<file path="src/rtl/regs_pkg.sv">
package regs_pkg;

   //////////////////////////////////////////////////
   // Data path widths
   //////////////////////////////////////////////////

   localparam int WORD_W = 16;  // Internal bus width
   localparam int SEL_W  = 3;   // Register select width

   // One register value or one bus word
   typedef logic [WORD_W-1:0] word_t;

   // Selects a register on the write or read side
   typedef logic [SEL_W-1:0] sel_t;

   //////////////////////////////////////////////////
   // Register select codes
   //////////////////////////////////////////////////

   // Same codes on both sides of the bus
   localparam sel_t SEL_A     = 3'd0;  // General register A
   localparam sel_t SEL_B     = 3'd1;  // General register B
   localparam sel_t SEL_X     = 3'd2;  // Index register X
   localparam sel_t SEL_PC    = 3'd3;  // Program counter
   localparam sel_t SEL_FLAGS = 3'd4;  // L and I flags

   // Codes 5 to 7 decode to nothing
   // Writes there are dropped and reads return zero

   //////////////////////////////////////////////////
   // Flags word layout
   //////////////////////////////////////////////////

   // Bit positions of the flags on the bus
   // L is also loaded from this bus bit
   localparam int FLAG_L_BIT = 0;  // Link
   localparam int FLAG_I_BIT = 1;  // Interrupt enable

endpackage

</file>
<file path="src/rtl/gp_reg_bank.sv">
`timescale 1ns/1ps

module gp_reg_bank
   import regs_pkg::*;
(
   input  logic  latch,   // Register clock, rising edge
   input  logic  arst_n,  // Async reset, active low
   input  logic  wr_en,   // Bus write strobe
   input  sel_t  wr_sel,  // Target of the write
   input  word_t bus_in,  // Write data
   output word_t reg_a,   // Register A contents
   output word_t reg_b,   // Register B contents
   output word_t reg_x    // Register X contents
);

   //////////////////////////////////////////////////
   // Write decode
   //////////////////////////////////////////////////

   logic we_a;  // Load strobe for A
   logic we_b;  // Load strobe for B
   logic we_x;  // Load strobe for X

   // PC, flag and unused codes fall through
   assign we_a = wr_en && (wr_sel == SEL_A);
   assign we_b = wr_en && (wr_sel == SEL_B);
   assign we_x = wr_en && (wr_sel == SEL_X);

   //////////////////////////////////////////////////
   // Registers
   //////////////////////////////////////////////////

   always_ff @(posedge latch or negedge arst_n) begin
      if (!arst_n) begin
         reg_a <= '0;
         reg_b <= '0;
         reg_x <= '0;
      end else begin
         if (we_a) begin
            reg_a <= bus_in;  // Load A
         end
         if (we_b) begin
            reg_b <= bus_in;  // Load B
         end
         if (we_x) begin
            reg_x <= bus_in;  // Load X
         end
      end
   end

   // At most one strobe can be high since wr_sel is one code

   // A register that was not addressed keeps its value over the edge
   a_hold_a : assert property (@(posedge latch) disable iff (!arst_n)
      !we_a |=> $stable(reg_a))
      else $error("Register A changed without a write");

   a_hold_b : assert property (@(posedge latch) disable iff (!arst_n)
      !we_b |=> $stable(reg_b))
      else $error("Register B changed without a write");

   a_hold_x : assert property (@(posedge latch) disable iff (!arst_n)
      !we_x |=> $stable(reg_x))
      else $error("Register X changed without a write");

endmodule

</file>
<file path="src/rtl/inc_reg.sv">
`timescale 1ns/1ps

module inc_reg
   import regs_pkg::*;
(
   input  logic  latch,   // Register clock on the rising edge
   input  logic  arst_n,  // Async reset active low
   input  logic  load,    // Parallel load from d
   input  word_t d,       // Parallel load data
   input  logic  inc,     // Count up by one
   input  logic  dec,     // Count down by one
   output word_t q        // Counter value
);

   //////////////////////////////////////////////////
   // Next value
   //////////////////////////////////////////////////

   word_t q_up;   // q + 1 wrapping at 0xFFFF
   word_t q_dn;   // q - 1 wrapping at 0
   word_t q_nxt;  // Value taken at the next edge

   // Both wrap naturally in 16 bits
   assign q_up = q + word_t'(1);
   assign q_dn = q - word_t'(1);

   always_comb begin
      if (load) begin
         q_nxt = d;       // Load wins over counting
      end else if (inc) begin
         q_nxt = q_up;
      end else if (dec) begin
         q_nxt = q_dn;
      end else begin
         q_nxt = q;       // Hold
      end
   end

   //////////////////////////////////////////////////
   // Counter register
   //////////////////////////////////////////////////

   // Replaces the chain of up/down counter chips
   // Carry and borrow ripple is just the adder here
   always_ff @(posedge latch or negedge arst_n) begin
      if (!arst_n) begin
         q <= '0;
      end else begin
         q <= q_nxt;
      end
   end

   //////////////////////////////////////////////////
   // Checks
   //////////////////////////////////////////////////

   // Control unit must never ask for both directions at once
   a_inc_dec_excl : assert property (@(posedge latch) disable iff (!arst_n)
      !(inc && dec))
      else $error("PC inc and dec high in the same cycle");

endmodule

</file>
<file path="src/rtl/flag_bits.sv">
`timescale 1ns/1ps

module flag_bits (
   input  logic latch,         // Register clock, rising edge
   input  logic arst_n,        // Async reset, active low
   input  logic l_load,        // Load L from l_d
   input  logic l_d,           // Load data for L
   input  logic l_toggle_alu,  // Flip L, ALU side
   input  logic l_toggle_ctl,  // Flip L, control side
   input  logic l_clear,       // Clear L
   input  logic i_toggle,      // Flip I
   input  logic i_clear,       // Clear I
   output logic l_q,           // Link flag
   output logic i_q            // Interrupt enable flag
);

   //////////////////////////////////////////////////
   // Link flag
   //////////////////////////////////////////////////

   logic l_toggle;  // Either toggle source
   logic l_nxt;     // L after the edge
   logic i_nxt;     // I after the edge

   // Two toggles in one cycle still flip only once
   assign l_toggle = l_toggle_alu | l_toggle_ctl;

   always_comb begin
      if (l_clear) begin
         l_nxt = 1'b0;     // Clear beats everything
      end else if (l_toggle) begin
         l_nxt = ~l_q;     // Toggle beats load
      end else if (l_load) begin
         l_nxt = l_d;
      end else begin
         l_nxt = l_q;
      end
   end

   //////////////////////////////////////////////////
   // Interrupt enable flag
   //////////////////////////////////////////////////

   // Clear beats toggle
   assign i_nxt = i_clear ? 1'b0 : (i_q ^ i_toggle);

   // J-K flip-flop pair collapses to two D bits
   always_ff @(posedge latch or negedge arst_n) begin
      if (!arst_n) begin
         l_q <= 1'b0;
         i_q <= 1'b0;
      end else begin
         l_q <= l_nxt;
         i_q <= i_nxt;
      end
   end

   // A clear always leaves L low, whatever else came with it
   a_l_clear : assert property (@(posedge latch) disable iff (!arst_n)
      l_clear |=> !l_q)
      else $error("L not zero after l_clear");

endmodule

</file>
<file path="src/rtl/reg_file.sv">
`timescale 1ns/1ps

module reg_file
   import regs_pkg::*;
(
   input  logic  latch,         // Register clock, rising edge
   input  logic  arst_n,        // Async reset, active low
   // Write side
   input  logic  wr_en,         // Bus write strobe
   input  sel_t  wr_sel,        // Write target
   input  word_t bus_in,        // Write data from the bus
   // Read side
   input  sel_t  rd_sel,        // Register driven onto bus_out
   output word_t bus_out,       // Selected register
   // PC counting
   input  logic  pc_inc,        // PC + 1
   input  logic  pc_dec,        // PC - 1
   // Flag control
   input  logic  l_toggle_alu,  // Flip L from the ALU
   input  logic  l_toggle_ctl,  // Flip L from the control unit
   input  logic  l_clear,       // Clear L
   input  logic  i_toggle,      // Flip I
   input  logic  i_clear,       // Clear I
   // Front panel
   output word_t con_a,         // A for the console
   output word_t con_b,         // B for the console
   output word_t con_x,         // X for the console
   output word_t con_pc,        // PC for the console
   output logic  l_flag,        // Link flag
   output logic  i_flag         // Interrupt enable
);

   //////////////////////////////////////////////////
   // Write strobes for PC and L
   //////////////////////////////////////////////////

   logic  pc_load;     // Bus write to the PC
   logic  l_load;      // Bus write to the flags
   word_t flags_word;  // Flags as seen on the read bus

   assign pc_load = wr_en && (wr_sel == SEL_PC);
   assign l_load  = wr_en && (wr_sel == SEL_FLAGS);

   //////////////////////////////////////////////////
   // Sub-blocks
   //////////////////////////////////////////////////

   // A, B and X decode their own codes
   gp_reg_bank u_gp (
      .latch  (latch),
      .arst_n (arst_n),
      .wr_en  (wr_en),
      .wr_sel (wr_sel),
      .bus_in (bus_in),
      .reg_a  (con_a),
      .reg_b  (con_b),
      .reg_x  (con_x)
   );

   inc_reg u_pc (
      .latch  (latch),
      .arst_n (arst_n),
      .load   (pc_load),
      .d      (bus_in),
      .inc    (pc_inc),
      .dec    (pc_dec),
      .q      (con_pc)
   );

   // Only L is writable from the bus and I has no load path
   flag_bits u_flags (
      .latch        (latch),
      .arst_n       (arst_n),
      .l_load       (l_load),
      .l_d          (bus_in[FLAG_L_BIT]),
      .l_toggle_alu (l_toggle_alu),
      .l_toggle_ctl (l_toggle_ctl),
      .l_clear      (l_clear),
      .i_toggle     (i_toggle),
      .i_clear      (i_clear),
      .l_q          (l_flag),
      .i_q          (i_flag)
   );

   //////////////////////////////////////////////////
   // Read bus
   //////////////////////////////////////////////////

   always_comb begin
      flags_word             = '0;  // Upper bits read zero
      flags_word[FLAG_L_BIT] = l_flag;
      flags_word[FLAG_I_BIT] = i_flag;
   end

   // Takes the place of the tri-state buffers and their enables
   always_comb begin
      case (rd_sel)
         SEL_A:     bus_out = con_a;
         SEL_B:     bus_out = con_b;
         SEL_X:     bus_out = con_x;
         SEL_PC:    bus_out = con_pc;
         SEL_FLAGS: bus_out = flags_word;
         default:   bus_out = '0;   // Unused codes
      endcase
   end

endmodule

</file>
<file path="config.mk">
export PLATFORM = sky130hd
export DESIGN_NAME = reg_file
export DESIGN_NICKNAME = d
export VERILOG_FILES = /design/src/rtl/regs_pkg.sv /design/src/rtl/gp_reg_bank.sv /design/src/rtl/inc_reg.sv /design/src/rtl/flag_bits.sv /design/src/rtl/reg_file.sv
export SDC_FILE = /design/constraint.sdc
export NUM_CORES = 1
export LEC_CHECK = 0
export ABC_AREA = 1
export BUFFER_PORTS_ARGS = -buffer_cell sky130_fd_sc_hd__buf_2
export CAP_MARGIN = 0
export CORE_MARGIN = 1
export CORE_UTILIZATION = 30
export DETAILED_ROUTE_END_ITERATION = 10
export SLEW_MARGIN = 20
export SYNTH_ARGS = -nofsm -noshare
export SYNTH_HDL_FRONTEND = slang
export SYNTH_HIERARCHICAL = 1
export SYNTH_SLANG_ARGS = --single-unit
</file>
<file path="constraint.sdc">
create_clock -name latch -period 2.1 [get_ports latch]
set_input_delay 0.105 -clock latch [delete_from_list [all_inputs] [get_ports latch]]
set_output_delay 0.105 -clock latch [all_outputs]
set_load 0.005 [all_outputs]
</file>
==> results.ini, run 1 <==
[grt]
antenna_found_initial = 0
track_usage_pct = 19.2
groute.layer.met1.usage_pct = 26.2
grt_pass1_vias = 4004
use_met2_pct = 30.2
overflow = 0
grt_pass1_wl_um = 21700
grt_max_degree = 67
busiest_layer = met2
met3_usage_pct = 3.53

[placed_design]
gp_congestion = 0.880
place_area_um2 = 5170
dp.cells = 911
io_buffers = 113
hpwl_um = 10400

[clocking]
cts_post_setup_buffers_inserted = 0
cts_tree = done
path_clk_slew_ns = 0.06
cts_hold_buf = 3
clk_path_buf_depth = 2
cts-resized-gates = 0
numClockSinks = 66
ctsHtreeMaxLevel = 3
root_buffer = clkbuf_16
cts_buffers = 9
clkLatencyLatePin_ns = 0.34

[yosys]
yosys.area_share.simple_pct = 36.7
synth_compound_area_share_pct = 9.11
synth-async-reset-ratio_pct = 100
synth_ff_type = dfrtp_1
yosysWarnings = 6
synth_fa_ha_area_share_pct = 4.40
synth_xor_area_share_pct = 0.790
syn-cell-area_um2 = 4440
synth_top_cell_by_area = dfrtp_1
synth_top_family_by_area = simple AND/OR/NAND/NOR gates
synth_mux_area_share_pct = 0
avgSynthCellArea_um2 = 7.14
synth-edff-count = 0
syn_nets = 668
synth_top_area_share_pct = 37.2
syn-instance-count = 621
synthTopCellsByArea = dfrtp_1 37%, nand2_1 17%, nand3_1 9.5%, inv_1 7.2%, ha_1 3.9%
synth_cell_type_count = 37
synth-seq-cells = 66
yosysSeqAreaShare_pct = 37.2

[floorplan]
io_pins = 114
start_util_pct = 30.6
num_rows = 44
core-area_um2 = 14500
die-area_um2 = 15300
die_y_um = 124
die_w_um = 124

[timing]
fin_skew_ns = 0.00521
rsz0062_at_grt = false
setup_tns_ns = 0
fin_crit_sh_pct = 84.1
holdWs_ns = 0.0271
fmax_ghz = 0.566
worst_pin_slew_ns = 0.510
max_slew_margin_pct = 66.0
setup-violations-final = 0
period_needed_ns = 1.77
hold_violations = 0
report.final.slew_viol_count = 0

[layout]
drive_above_1_share_pct = 25.2
finalInstanceArea_um2 = 5480
final_common_cell = nand2_1
stdcell_count = 930
area_delta_synth_final_pct = 23.5
final_cell_mix = 199 x nand2_1, 113 x buf_2, 85 x inv_1
nets = 788
antenna_cells = 0

[setup_path]
critPathKind = latch -> latch
end_kind = latch
cp_max_fo = 5
cp_data_required_time_ns = 2.32
critPathLaunchType = latch
critPathArrivalTime_ns = 1.99

[route]
drt_first_pass_iters = 6
drc_errors = 0
wirelength_um = 14000
viasPerCell = 4.69
ant_nets = 0
wl_per_cell_um = 15.0
drtIter0Drc = 285
vias = 4362

[pwr]
leakage_nw = 3.12
irDropWorstVdd_mv = 0.494
power_mw = 5.96
powerDensity_nw_per_um2 = 1090

[run_status]
status = completed

[worst_hold_path]
hold_path_class = in -> latch

[run]
max-cap-violations = 0

## power breakdown
| part | switching (mW) | total (mW) | internal (mW) | leakage, nW |
|---|---|---|---|---|
| registers | 0.362 | 1.97 | 1.61 | 0.819 |
| logic | 1.50 | 2.55 | 1.05 | 2.16 |
| clock network | 0.552 | 1.44 | 0.893 | 0.143 |
## area by class of cell
class | count | area (µm²)
fill | 1535 | 9000
multi-input combinational | 442 | 2260
sequential | 66 | 1650
timing repair buffer | 128 | 698
inverter | 94 | 353
clock buffer | 14 | 274
tap | 184 | 230
clock inverter | 2 | 10.0
## final timing paths
check / startpoint / to / slack, ns / cells past startpoint
max in group asynchronous: arst_n / u_gp/reg_x[3]$_DFFE_PN0P_ / 1.48 / 3
worst min-delay path: i_toggle / u_flags/i_q$_DFF_PN0_ / 0.03 / 3
min in group asynchronous: arst_n / u_flags/l_q$_DFFE_PN0P_ / 0.34 / 3
worst max-delay path: u_pc/q[11]$_DFFE_PN0P_ / u_pc/q[12]$_DFFE_PN0P_ / 0.33 / 8
worst min register to register: u_gp/reg_b[11]$_DFFE_PN0P_ / u_gp/reg_b[11]$_DFFE_PN0P_ / 0.49 / 2
worst max register to register: u_pc/q[11]$_DFFE_PN0P_ / u_pc/q[12]$_DFFE_PN0P_ / 0.33 / 8
## state kept, by name, indices dropped and copies added, names as in the netlist
name         count
u_gp/reg_x      16
u_flags/i_q      1
u_gp/reg_b      16
u_flags/l_q      1
u_gp/reg_a      16
u_pc/q          16
## worst max-delay path, stage by stage (launching register included)
cell	delay [ns]
dfrtp_1	0.43
ha_1	0.41
nand2_1	0.13
nor2_1	0.21
nand4_1	0.20
nand3_1	0.11
nand2_1	0.05
nand3_1	0.07
nand2_1	0.05
## per-layer routing
metal / part of all wire [%] / wire length (µm) / up-vias
met5: 0 / 0 / -
met4: 1.9 / 267 / 0
met3: 5.4 / 748 / 19
met2: 47 / 6500 / 136
met1: 46 / 6460 / 1989
li1: - / - / 2218
## synth_stat cells, types with 3 or more instances
cell and number:
buf_4 7, a22o_1 5, inv_1 85, nand3_1 84
ha_1 14, nand2_2 8, nor2_4 4, dfrtp_1 66
o21ai_1 3, o211ai_1 6, nor2_2 4, nand3_2 3
o21ai_0 10, nor2_1 40, nand2_1 199, buf_6 9
o21ai_2 9, inv_2 9, nand3b_1 3, nand4_1 6
nand2_4 3, a21oi_1 19, a21oi_2 6
## metrics by stage
step	utilization (%)	worst slack [ns]
6_report	37.9	0.333
4_1_cts	37.9	0.351
3_5_place_dp	35.7	0.162
3_3_place_gp	35.7	0.215
2_1_floorplan	-	0.468
5_1_grt	37.9	0.178
## kinds of logic after synthesis
| group | count (synthesis) |
|---|---|
| DFF | 66 |
| adders and majority gates | 15 |
| xor gates and xnor gates | 4 |
| buffers and inverters | 113 |
| and+or+nand+nor | 362 |
| AOI/OAI and AO/OA | 61 |
Power figures use the tool's default switching activity.
==> run 2, diff against run 1 <==
==> constraint.sdc (replaced) <==
create_clock -name latch -period 1.63 [get_ports latch]
set_input_delay 0.0815 -clock latch [delete_from_list [all_inputs] [get_ports latch]]
set_output_delay 0.0815 -clock latch [all_outputs]
set_load 0.005 [all_outputs]
==> run 2 against run 1 <==
Non-clock buffer count increased by 40. Sequential share of layout area is 3.3 points lower. Count of clock-buffer cells in the layout fell by 4. Final area increased by 12%. Combinational power is 85% higher. Highest routed layer unchanged. Global-route usage grew 0.31 points. The run now ends with negative setup slack left. Maximum frequency rose by 7.8%. Worst hold slack lost 0.011 ns.
==> results.ini, run 2 (same netlist as run 1, synthesis figures left out) <==
[run_status]
status = complete, but fails checks  ; was completed
violations = negative setup slack

[layout]
finalInstanceArea_um2 = 6170  ; was 5480 µm²
final_cell_mix = 183 x nand2_1, 113 x buf_2, 82 x inv_1  ; was 199 x nand2_1, 113 x buf_2, 85 x inv_1
nets = 828  ; was 788
drive_above_1_share_pct = 35.0  ; was 25.2%
antenna_cells = 0  ; unchanged
stdcell_count = 970  ; was 930
area_delta_synth_final_pct = 39.0  ; was 23.5%
final_util_pct = 42.6  ; was 37.9%
final_common_cell = nand2_1  ; unchanged

[route]
drt_first_pass_iters = 7  ; was 6
viasPerCell = 4.70  ; was 4.69
vias = 4557  ; was 4362
wl_per_cell_um = 15.1  ; was 15.0 µm
drc_errors = 0  ; unchanged
drtIter0Drc = 315  ; was 285
ant_nets = 0  ; unchanged
wirelength_um = 14700  ; was 14000 µm

[grt]
antenna_found_initial = 1  ; was 0
use_met2_pct = 32.8  ; was 30.2%
grt_pass1_wl_um = 22100  ; was 21700 µm
grt_max_degree = 67  ; unchanged
grt_pass1_vias = 4358  ; was 4004
groute.layer.met1.usage_pct = 24.6  ; was 26.2%
met3_usage_pct = 4.44  ; was 3.53%
busiest_layer = met2  ; unchanged
track_usage_pct = 19.5  ; was 19.2%
overflow = 0  ; unchanged

[setup_path]
critPathArrivalTime_ns = 1.88  ; was 1.99 ns
r2r_start = u_pc/q[0]$_DFFE_PN0P_  ; was u_pc/q[11]$_DFFE_PN0P_
crit_start = u_pc/q[0]$_DFFE_PN0P_  ; was u_pc/q[11]$_DFFE_PN0P_
reg2regPathDepth = 11  ; was 8
critPathKind = latch -> latch  ; unchanged
critPathLaunchType = latch  ; unchanged
end_kind = latch  ; unchanged
cp_data_required_time_ns = 1.87  ; was 2.32 ns
cp_max_fo = 3  ; was 5

[timing]
fin_skew_ns = 0.00671  ; was 0.00521 ns
layout_setup_ws_ns = -0.00961  ; was 0.333 ns
period_needed_ns = 1.64  ; was 1.77 ns
worst_pin_slew_ns = 0.531  ; was 0.510 ns
fmax_ghz = 0.610  ; was 0.566 GHz
fin_crit_sh_pct = 101  ; was 84.1%
max_slew_margin_pct = 64.3  ; was 66.0%
rsz0062_at_grt = true  ; was false
hold_violations = 0  ; unchanged
report.final.slew_viol_count = 0  ; unchanged
setup-violations-final = 2  ; was 0

[clocking]
path_clk_slew_ns = 0.06  ; about the same
clkLatencyLatePin_ns = 0.34  ; about the same
clk_path_buf_depth = 2  ; unchanged
cts_tree = done  ; unchanged
ctsHtreeMaxLevel = 3  ; unchanged
root_buffer = clkbuf_16  ; unchanged
cts_buffers = 9  ; unchanged
numClockSinks = 66  ; unchanged

[worst_hold_path]
hold_path_class = in -> latch  ; unchanged
hold_path_depth = 3  ; unchanged
hold_start = i_toggle  ; unchanged

[floorplan]
core-area_um2 = 14500  ; unchanged
die_w_um = 124  ; unchanged
num_rows = 44  ; unchanged
io_pins = 114  ; unchanged
die-area_um2 = 15300  ; unchanged
start_util_pct = 30.6  ; unchanged
die_y_um = 124  ; unchanged

[run]
max-cap-violations = 0  ; unchanged

[pwr]
powerDensity_nw_per_um2 = 1530  ; was 1090 nW/µm²
leakage_nw = 3.37  ; was 3.12 nW
power_mw = 9.45  ; was 5.96 mW
irDropWorstVdd_mv = 0.708  ; was 0.494 mV

[placed_design]
io_buffers = 113  ; unchanged
dp.cells = 944  ; was 911
gp_congestion = 0.827  ; was 0.880
hpwl_um = 10700  ; was 10400 µm
place_area_um2 = 5420  ; was 5170 µm²

-- run 2: final cells by class --
cell class | count | area (µm²)
clock inverters | 6 | 105
fillers | 1464 | 8310
clock buffers | 10 | 229
multi-input cells | 442 | 2580
inverters | 94 | 357
well taps | 184 | 230
flip-flops and latches | 66 | 1650
repair buffers | 168 | 1010
-- run 2: power breakdown --
group          total [mW]  internal, mW  switching [mW]
registers            2.49          2.07           0.419
clock network        2.24          1.49           0.751
logic                4.72          2.26            2.46
-- run 2: final timing paths --
path,end,slack (ns)
min in group asynchronous,u_gp/reg_x[11]$_DFFE_PN0P_,0.29
max in group asynchronous,u_gp/reg_b[3]$_DFFE_PN0P_,1.05
hold / removal,u_flags/i_q$_DFF_PN0_,0.02
setup / recovery,u_pc/q[12]$_DFFE_PN0P_,-0.01
hold reg to reg,u_gp/reg_x[12]$_DFFE_PN0P_,0.50
setup reg to reg,u_pc/q[12]$_DFFE_PN0P_,-0.01
-- run 2: repair_timing --
| item | 4_1_cts | 5_1_grt |
|---|---|---|
| hold endpoints to repair | 68 | 0 |
| hold buffers | 3 | 0 |
| endpoints found under the setup margin | 6 | 10 |
| pin swaps | 1 | 19 |
| gates cloned | 0 | 0 |
| setup buffers | 0 | 7 |
| resized for setup | 7 | 52 |
-- run 2: worst max-delay path: stages (launching register included) --
cell,delay (ns)
dfrtp_1,0.36
inv_2,0.05
fa_2,0.39
inv_2,0.08
nand3_2,0.06
nand2_2,0.10
buf_4,0.11
nand4_1,0.10
nand3_1,0.11
nand2_1,0.06
nand3_2,0.06
nand2_1,0.05
-- run 2: per-stage QoR --
stage               setup slack [ns]  TNS (ns)  hold WS [ns]
floorplan                     0.0153         0        -0.214
detailed placement            -0.294     -2.88         0.143
CTS                         0.000728         0       0.00514
finish                      -0.00961   -0.0106        0.0160
global placement              -0.319     -2.74         0.139
global route                  -0.155    -0.643        0.0211
-- run 2: layer usage --
layer  vias to the layer above  wire [µm]
met4                         0        138
met5                         -          0
met2                       123       7430
met1                      2128       6310
met3                        10        777
li1                       2296          -
==> run 3, diff against run 2 <==
--- a/config.mk
+++ b/config.mk
@@ -9,7 +9,7 @@
 export BUFFER_PORTS_ARGS = -buffer_cell sky130_fd_sc_hd__buf_2
 export CAP_MARGIN = 0
 export CORE_MARGIN = 1
-export CORE_UTILIZATION = 30
+export CORE_UTILIZATION = 34
 export DETAILED_ROUTE_END_ITERATION = 10
 export SLEW_MARGIN = 20
 export SYNTH_ARGS = -nofsm -noshare
==> run 3 against run 2 <==
The flow now finishes without violations. Final area fell by 2.6%. Global-route usage up 2.3 points. Total power shrank 4.4%. Via count is 1.7% higher. First-iteration DRC count fell by 30%. Combinational power fell by 5.1%. Critical path depth decreased by 2. Clock power is 8% lower. Maximum frequency rose by 1.7%. Setup slack better by 0.027 ns. Worst hold slack better by 0.0028 ns. Highest routed layer unchanged.
==> results.ini, run 3 (same netlist as run 1, synthesis figures left out) <==
[run_status]
status = completed  ; was complete, but fails checks

[setup_path]
critPathLaunchType = latch  ; unchanged
crit_path_max_incr_delay_ns = 0.40  ; was 0.39 ns
r2r_start = u_pc/q[1]$_DFFE_PN0P_  ; was u_pc/q[0]$_DFFE_PN0P_
cp_data_required_time_ns = 1.85  ; was 1.87 ns
critPathArrivalTime_ns = 1.83  ; was 1.88 ns
cp_max_fo = 2  ; was 3
crit_path_frequent_cell = buf_4
critPathKind = latch -> latch  ; unchanged
crit_start = u_pc/q[1]$_DFFE_PN0P_  ; was u_pc/q[0]$_DFFE_PN0P_
end_kind = latch  ; unchanged
critPathTopFamily = buffers and inverters  ; was simple AND/OR/NAND/NOR gates
critical_path.cell_chain = inv_2 -> fa_2 -> inv_2 -> buf_4 -> buf_4 -> buf_4 -> buf_4 -> nor2_1 -> o311ai_1  ; was inv_2 -> fa_2 -> inv_2 -> nand3_2 -> nand2_2 -> buf_4 -> nand4_1 -> nand3_1 -> nand2_1 -> nand3_2 -> nand2_1
r2r-end = u_pc/q[2]$_DFFE_PN0P_  ; was u_pc/q[12]$_DFFE_PN0P_
rrSetupSlack_ns = 0.02  ; was -0.01 ns
crit_buf_inv = 6  ; was 3
slowest_stage = fa_2  ; unchanged
reg2regPathDepth = 9  ; was 11

[placed_design]
hpwl_um = 11100  ; was 10700 µm
gp_congestion = 0.965  ; was 0.827
place_area_um2 = 5390  ; was 5420 µm²
io_buffers = 113  ; unchanged
dp.cells = 927  ; was 944

[layout]
multiInputGateArea_um2 = 2500  ; was 2580 µm²
fill_cells = 1297  ; was 1464
final_common_cell = nand2_1  ; unchanged
stdcell_count = 950  ; was 970
regArea_um2 = 1650  ; unchanged
drive_above_1_share_pct = 33.2  ; was 35.0%
final_cell_mix = 187 x nand2_1, 113 x buf_2, 82 x inv_1  ; was 183 x nand2_1, 113 x buf_2, 82 x inv_1
nets = 822  ; was 828
antenna_cells = 0  ; unchanged
area_delta_synth_final_pct = 35.4  ; was 39.0%
finalInstanceArea_um2 = 6010  ; was 6170 µm²

[pwr]
p_sw_mw = 3.51  ; was 3.63 mW
seqPwrFrac_pct = 27.7  ; was 26.4%
irDropWorstVdd_mv = 0.510  ; was 0.708 mV
swShare_pct = 38.8  ; was 38.4%
pwr-share-comb_pct = 49.6  ; was 49.9%
clkPwrFrac_pct = 22.7  ; was 23.7%
leakage_nw = 3.34  ; was 3.37 nW
powerDensity_nw_per_um2 = 1500  ; was 1530 nW/µm²
power.internal_mw = 5.53  ; was 5.82 mW

[clocking]
ctsHtreeMaxLevel = 3  ; unchanged
numClockSinks = 66  ; unchanged
root_buffer = clkbuf_16  ; unchanged
clk_path_buf_depth = 2  ; unchanged
cts_tree = done  ; unchanged
clkLatencyLatePin_ns = 0.33  ; was 0.34 ns
path_clk_slew_ns = 0.05  ; was 0.06 ns
cts_buffers = 9  ; unchanged

[floorplan]
core-area_um2 = 12700  ; was 14500 µm²
die-area_um2 = 13500  ; was 15300 µm²
io_pins = 114  ; unchanged
die_w_um = 116  ; was 124 µm
die_y_um = 116  ; was 124 µm
start_util_pct = 35.0  ; was 30.6%
num_rows = 41  ; was 44

[timing]
fin_crit_sh_pct = 98.9  ; was 101%
period_needed_ns = 1.61  ; was 1.64 ns
report.final.slew_viol_count = 0  ; unchanged
fmax_ghz = 0.620  ; was 0.610 GHz
setup-violations-final = 0  ; was 2
fin_skew_ns = 0.00514  ; was 0.00671 ns
hold_violations = 0  ; unchanged
max_slew_margin_pct = 62.1  ; was 64.3%
holdWs_ns = 0.0188  ; was 0.0160 ns
worst_pin_slew_ns = 0.563  ; was 0.531 ns
rsz0062_at_grt = true  ; unchanged

[route]
drtIter0Drc = 221  ; was 315
drt_first_pass_iters = 7  ; unchanged
wl_per_cell_um = 15.3  ; was 15.1 µm
wirelength_um = 14600  ; was 14700 µm
vias = 4635  ; was 4557
drc_errors = 0  ; unchanged
ant_nets = 0  ; unchanged
viasPerCell = 4.88  ; was 4.70

[grt]
grt_pass1_vias = 4331  ; was 4358
grt_pass1_wl_um = 22200  ; was 22100 µm
grt_max_degree = 67  ; unchanged
antenna_found_initial = 0  ; was 1
track_usage_pct = 21.8  ; was 19.5%
overflow = 0  ; unchanged

[worst_hold_path]
hold_path_class = in -> latch  ; unchanged
hold_path_depth = 3  ; unchanged
worst_hold_path.endpoint = u_flags/i_q$_DFF_PN0_  ; unchanged
hold_start = i_toggle  ; unchanged

[run]
max-cap-violations = 0  ; unchanged

[run 3: cell count changes in the layout (fill, tap and decap cells not counted), sizes merged]
| cell | change |
|---|---|
| bufinv | -1 |
| clkbuf | +1 |
| clkinv | -2 |
| buf | -6 |
| inv | +1 |
| clkinvlp | -1 |
[run 3: area by class of cell]
class | count | area share (%)
multi-input cells | 442 | 41.6
flip-flops and latches | 66 | 27.5
repair buffers | 162 | 16.3
inverters | 94 | 5.87
clock buffers | 11 | 4.04
well taps | 172 | 3.58
clock inverters | 3 | 1.08
[run 3: tightest hold or removal path: cells and delay by family]
kind | cells | cell delay (ns)
xor+xnor | 1 | 0.10
simple gates | 1 | 0.04
buf+inv | 1 | 0.08
[run 3: worst max-delay path by stage]
stage / slack, ns / cells past startpoint / end
finish: 0.02 / 9 / u_pc/q[2]$_DFFE_PN0P_
CTS: 0.005 / 10 / u_pc/q[11]$_DFFE_PN0P_
global route: -0.09 / 12 / u_pc/q[10]$_DFFE_PN0P_
detailed placement: -0.08 / 14 / u_pc/q[11]$_DFFE_PN0P_
global placement: -0.07 / 10 / u_pc/q[14]$_DFFE_PN0P_
floorplan: 0.02 / 12 / u_pc/q[14]$_DFFE_PN0P_
[run 3: power by group through the flow]
stage	registers, mW	clock network, mW	logic (mW)
2_1_floorplan	2.48	0	2.13
3_3_place_gp	2.45	0	3.87
3_5_place_dp	2.46	0	3.91
4_1_cts	2.46	2.08	4.09
5_1_grt	2.55	2.16	5.00
6_report	2.50	2.05	4.48
[run 3: layer usage]
metal | track usage, % | part of all wire, %
met2 | 37.2 | 49
met1 | 28.0 | 45
met3 | 4.20 | 5.0
met5 | 0 | 0
met4 | 5.81 | 1.3
[run 3: timing repair]
action | 4_1_cts | 5_1_grt
endpoints found under the setup margin | 6 | 10
hold buffers | 3 | 0
gates resized for setup | 8 | 36
pin swaps | 2 | 14
hold endpoints to repair | 68 | 0
setup buffers | 3 | 3
[run 3: stage by stage]
stage	utilization (%)	setup WS [ns]	setup TNS, ns	power [mW]
after floorplan	-	0.0153	0	4.61
after global placement	42.5	-0.0721	-0.260	6.32
after detailed placement	42.5	-0.0783	-0.459	6.36
after CTS	45.8	0.00490	0	8.63
after global routing	47.4	-0.0917	-0.596	9.71
final	47.4	0.0172	0	9.04
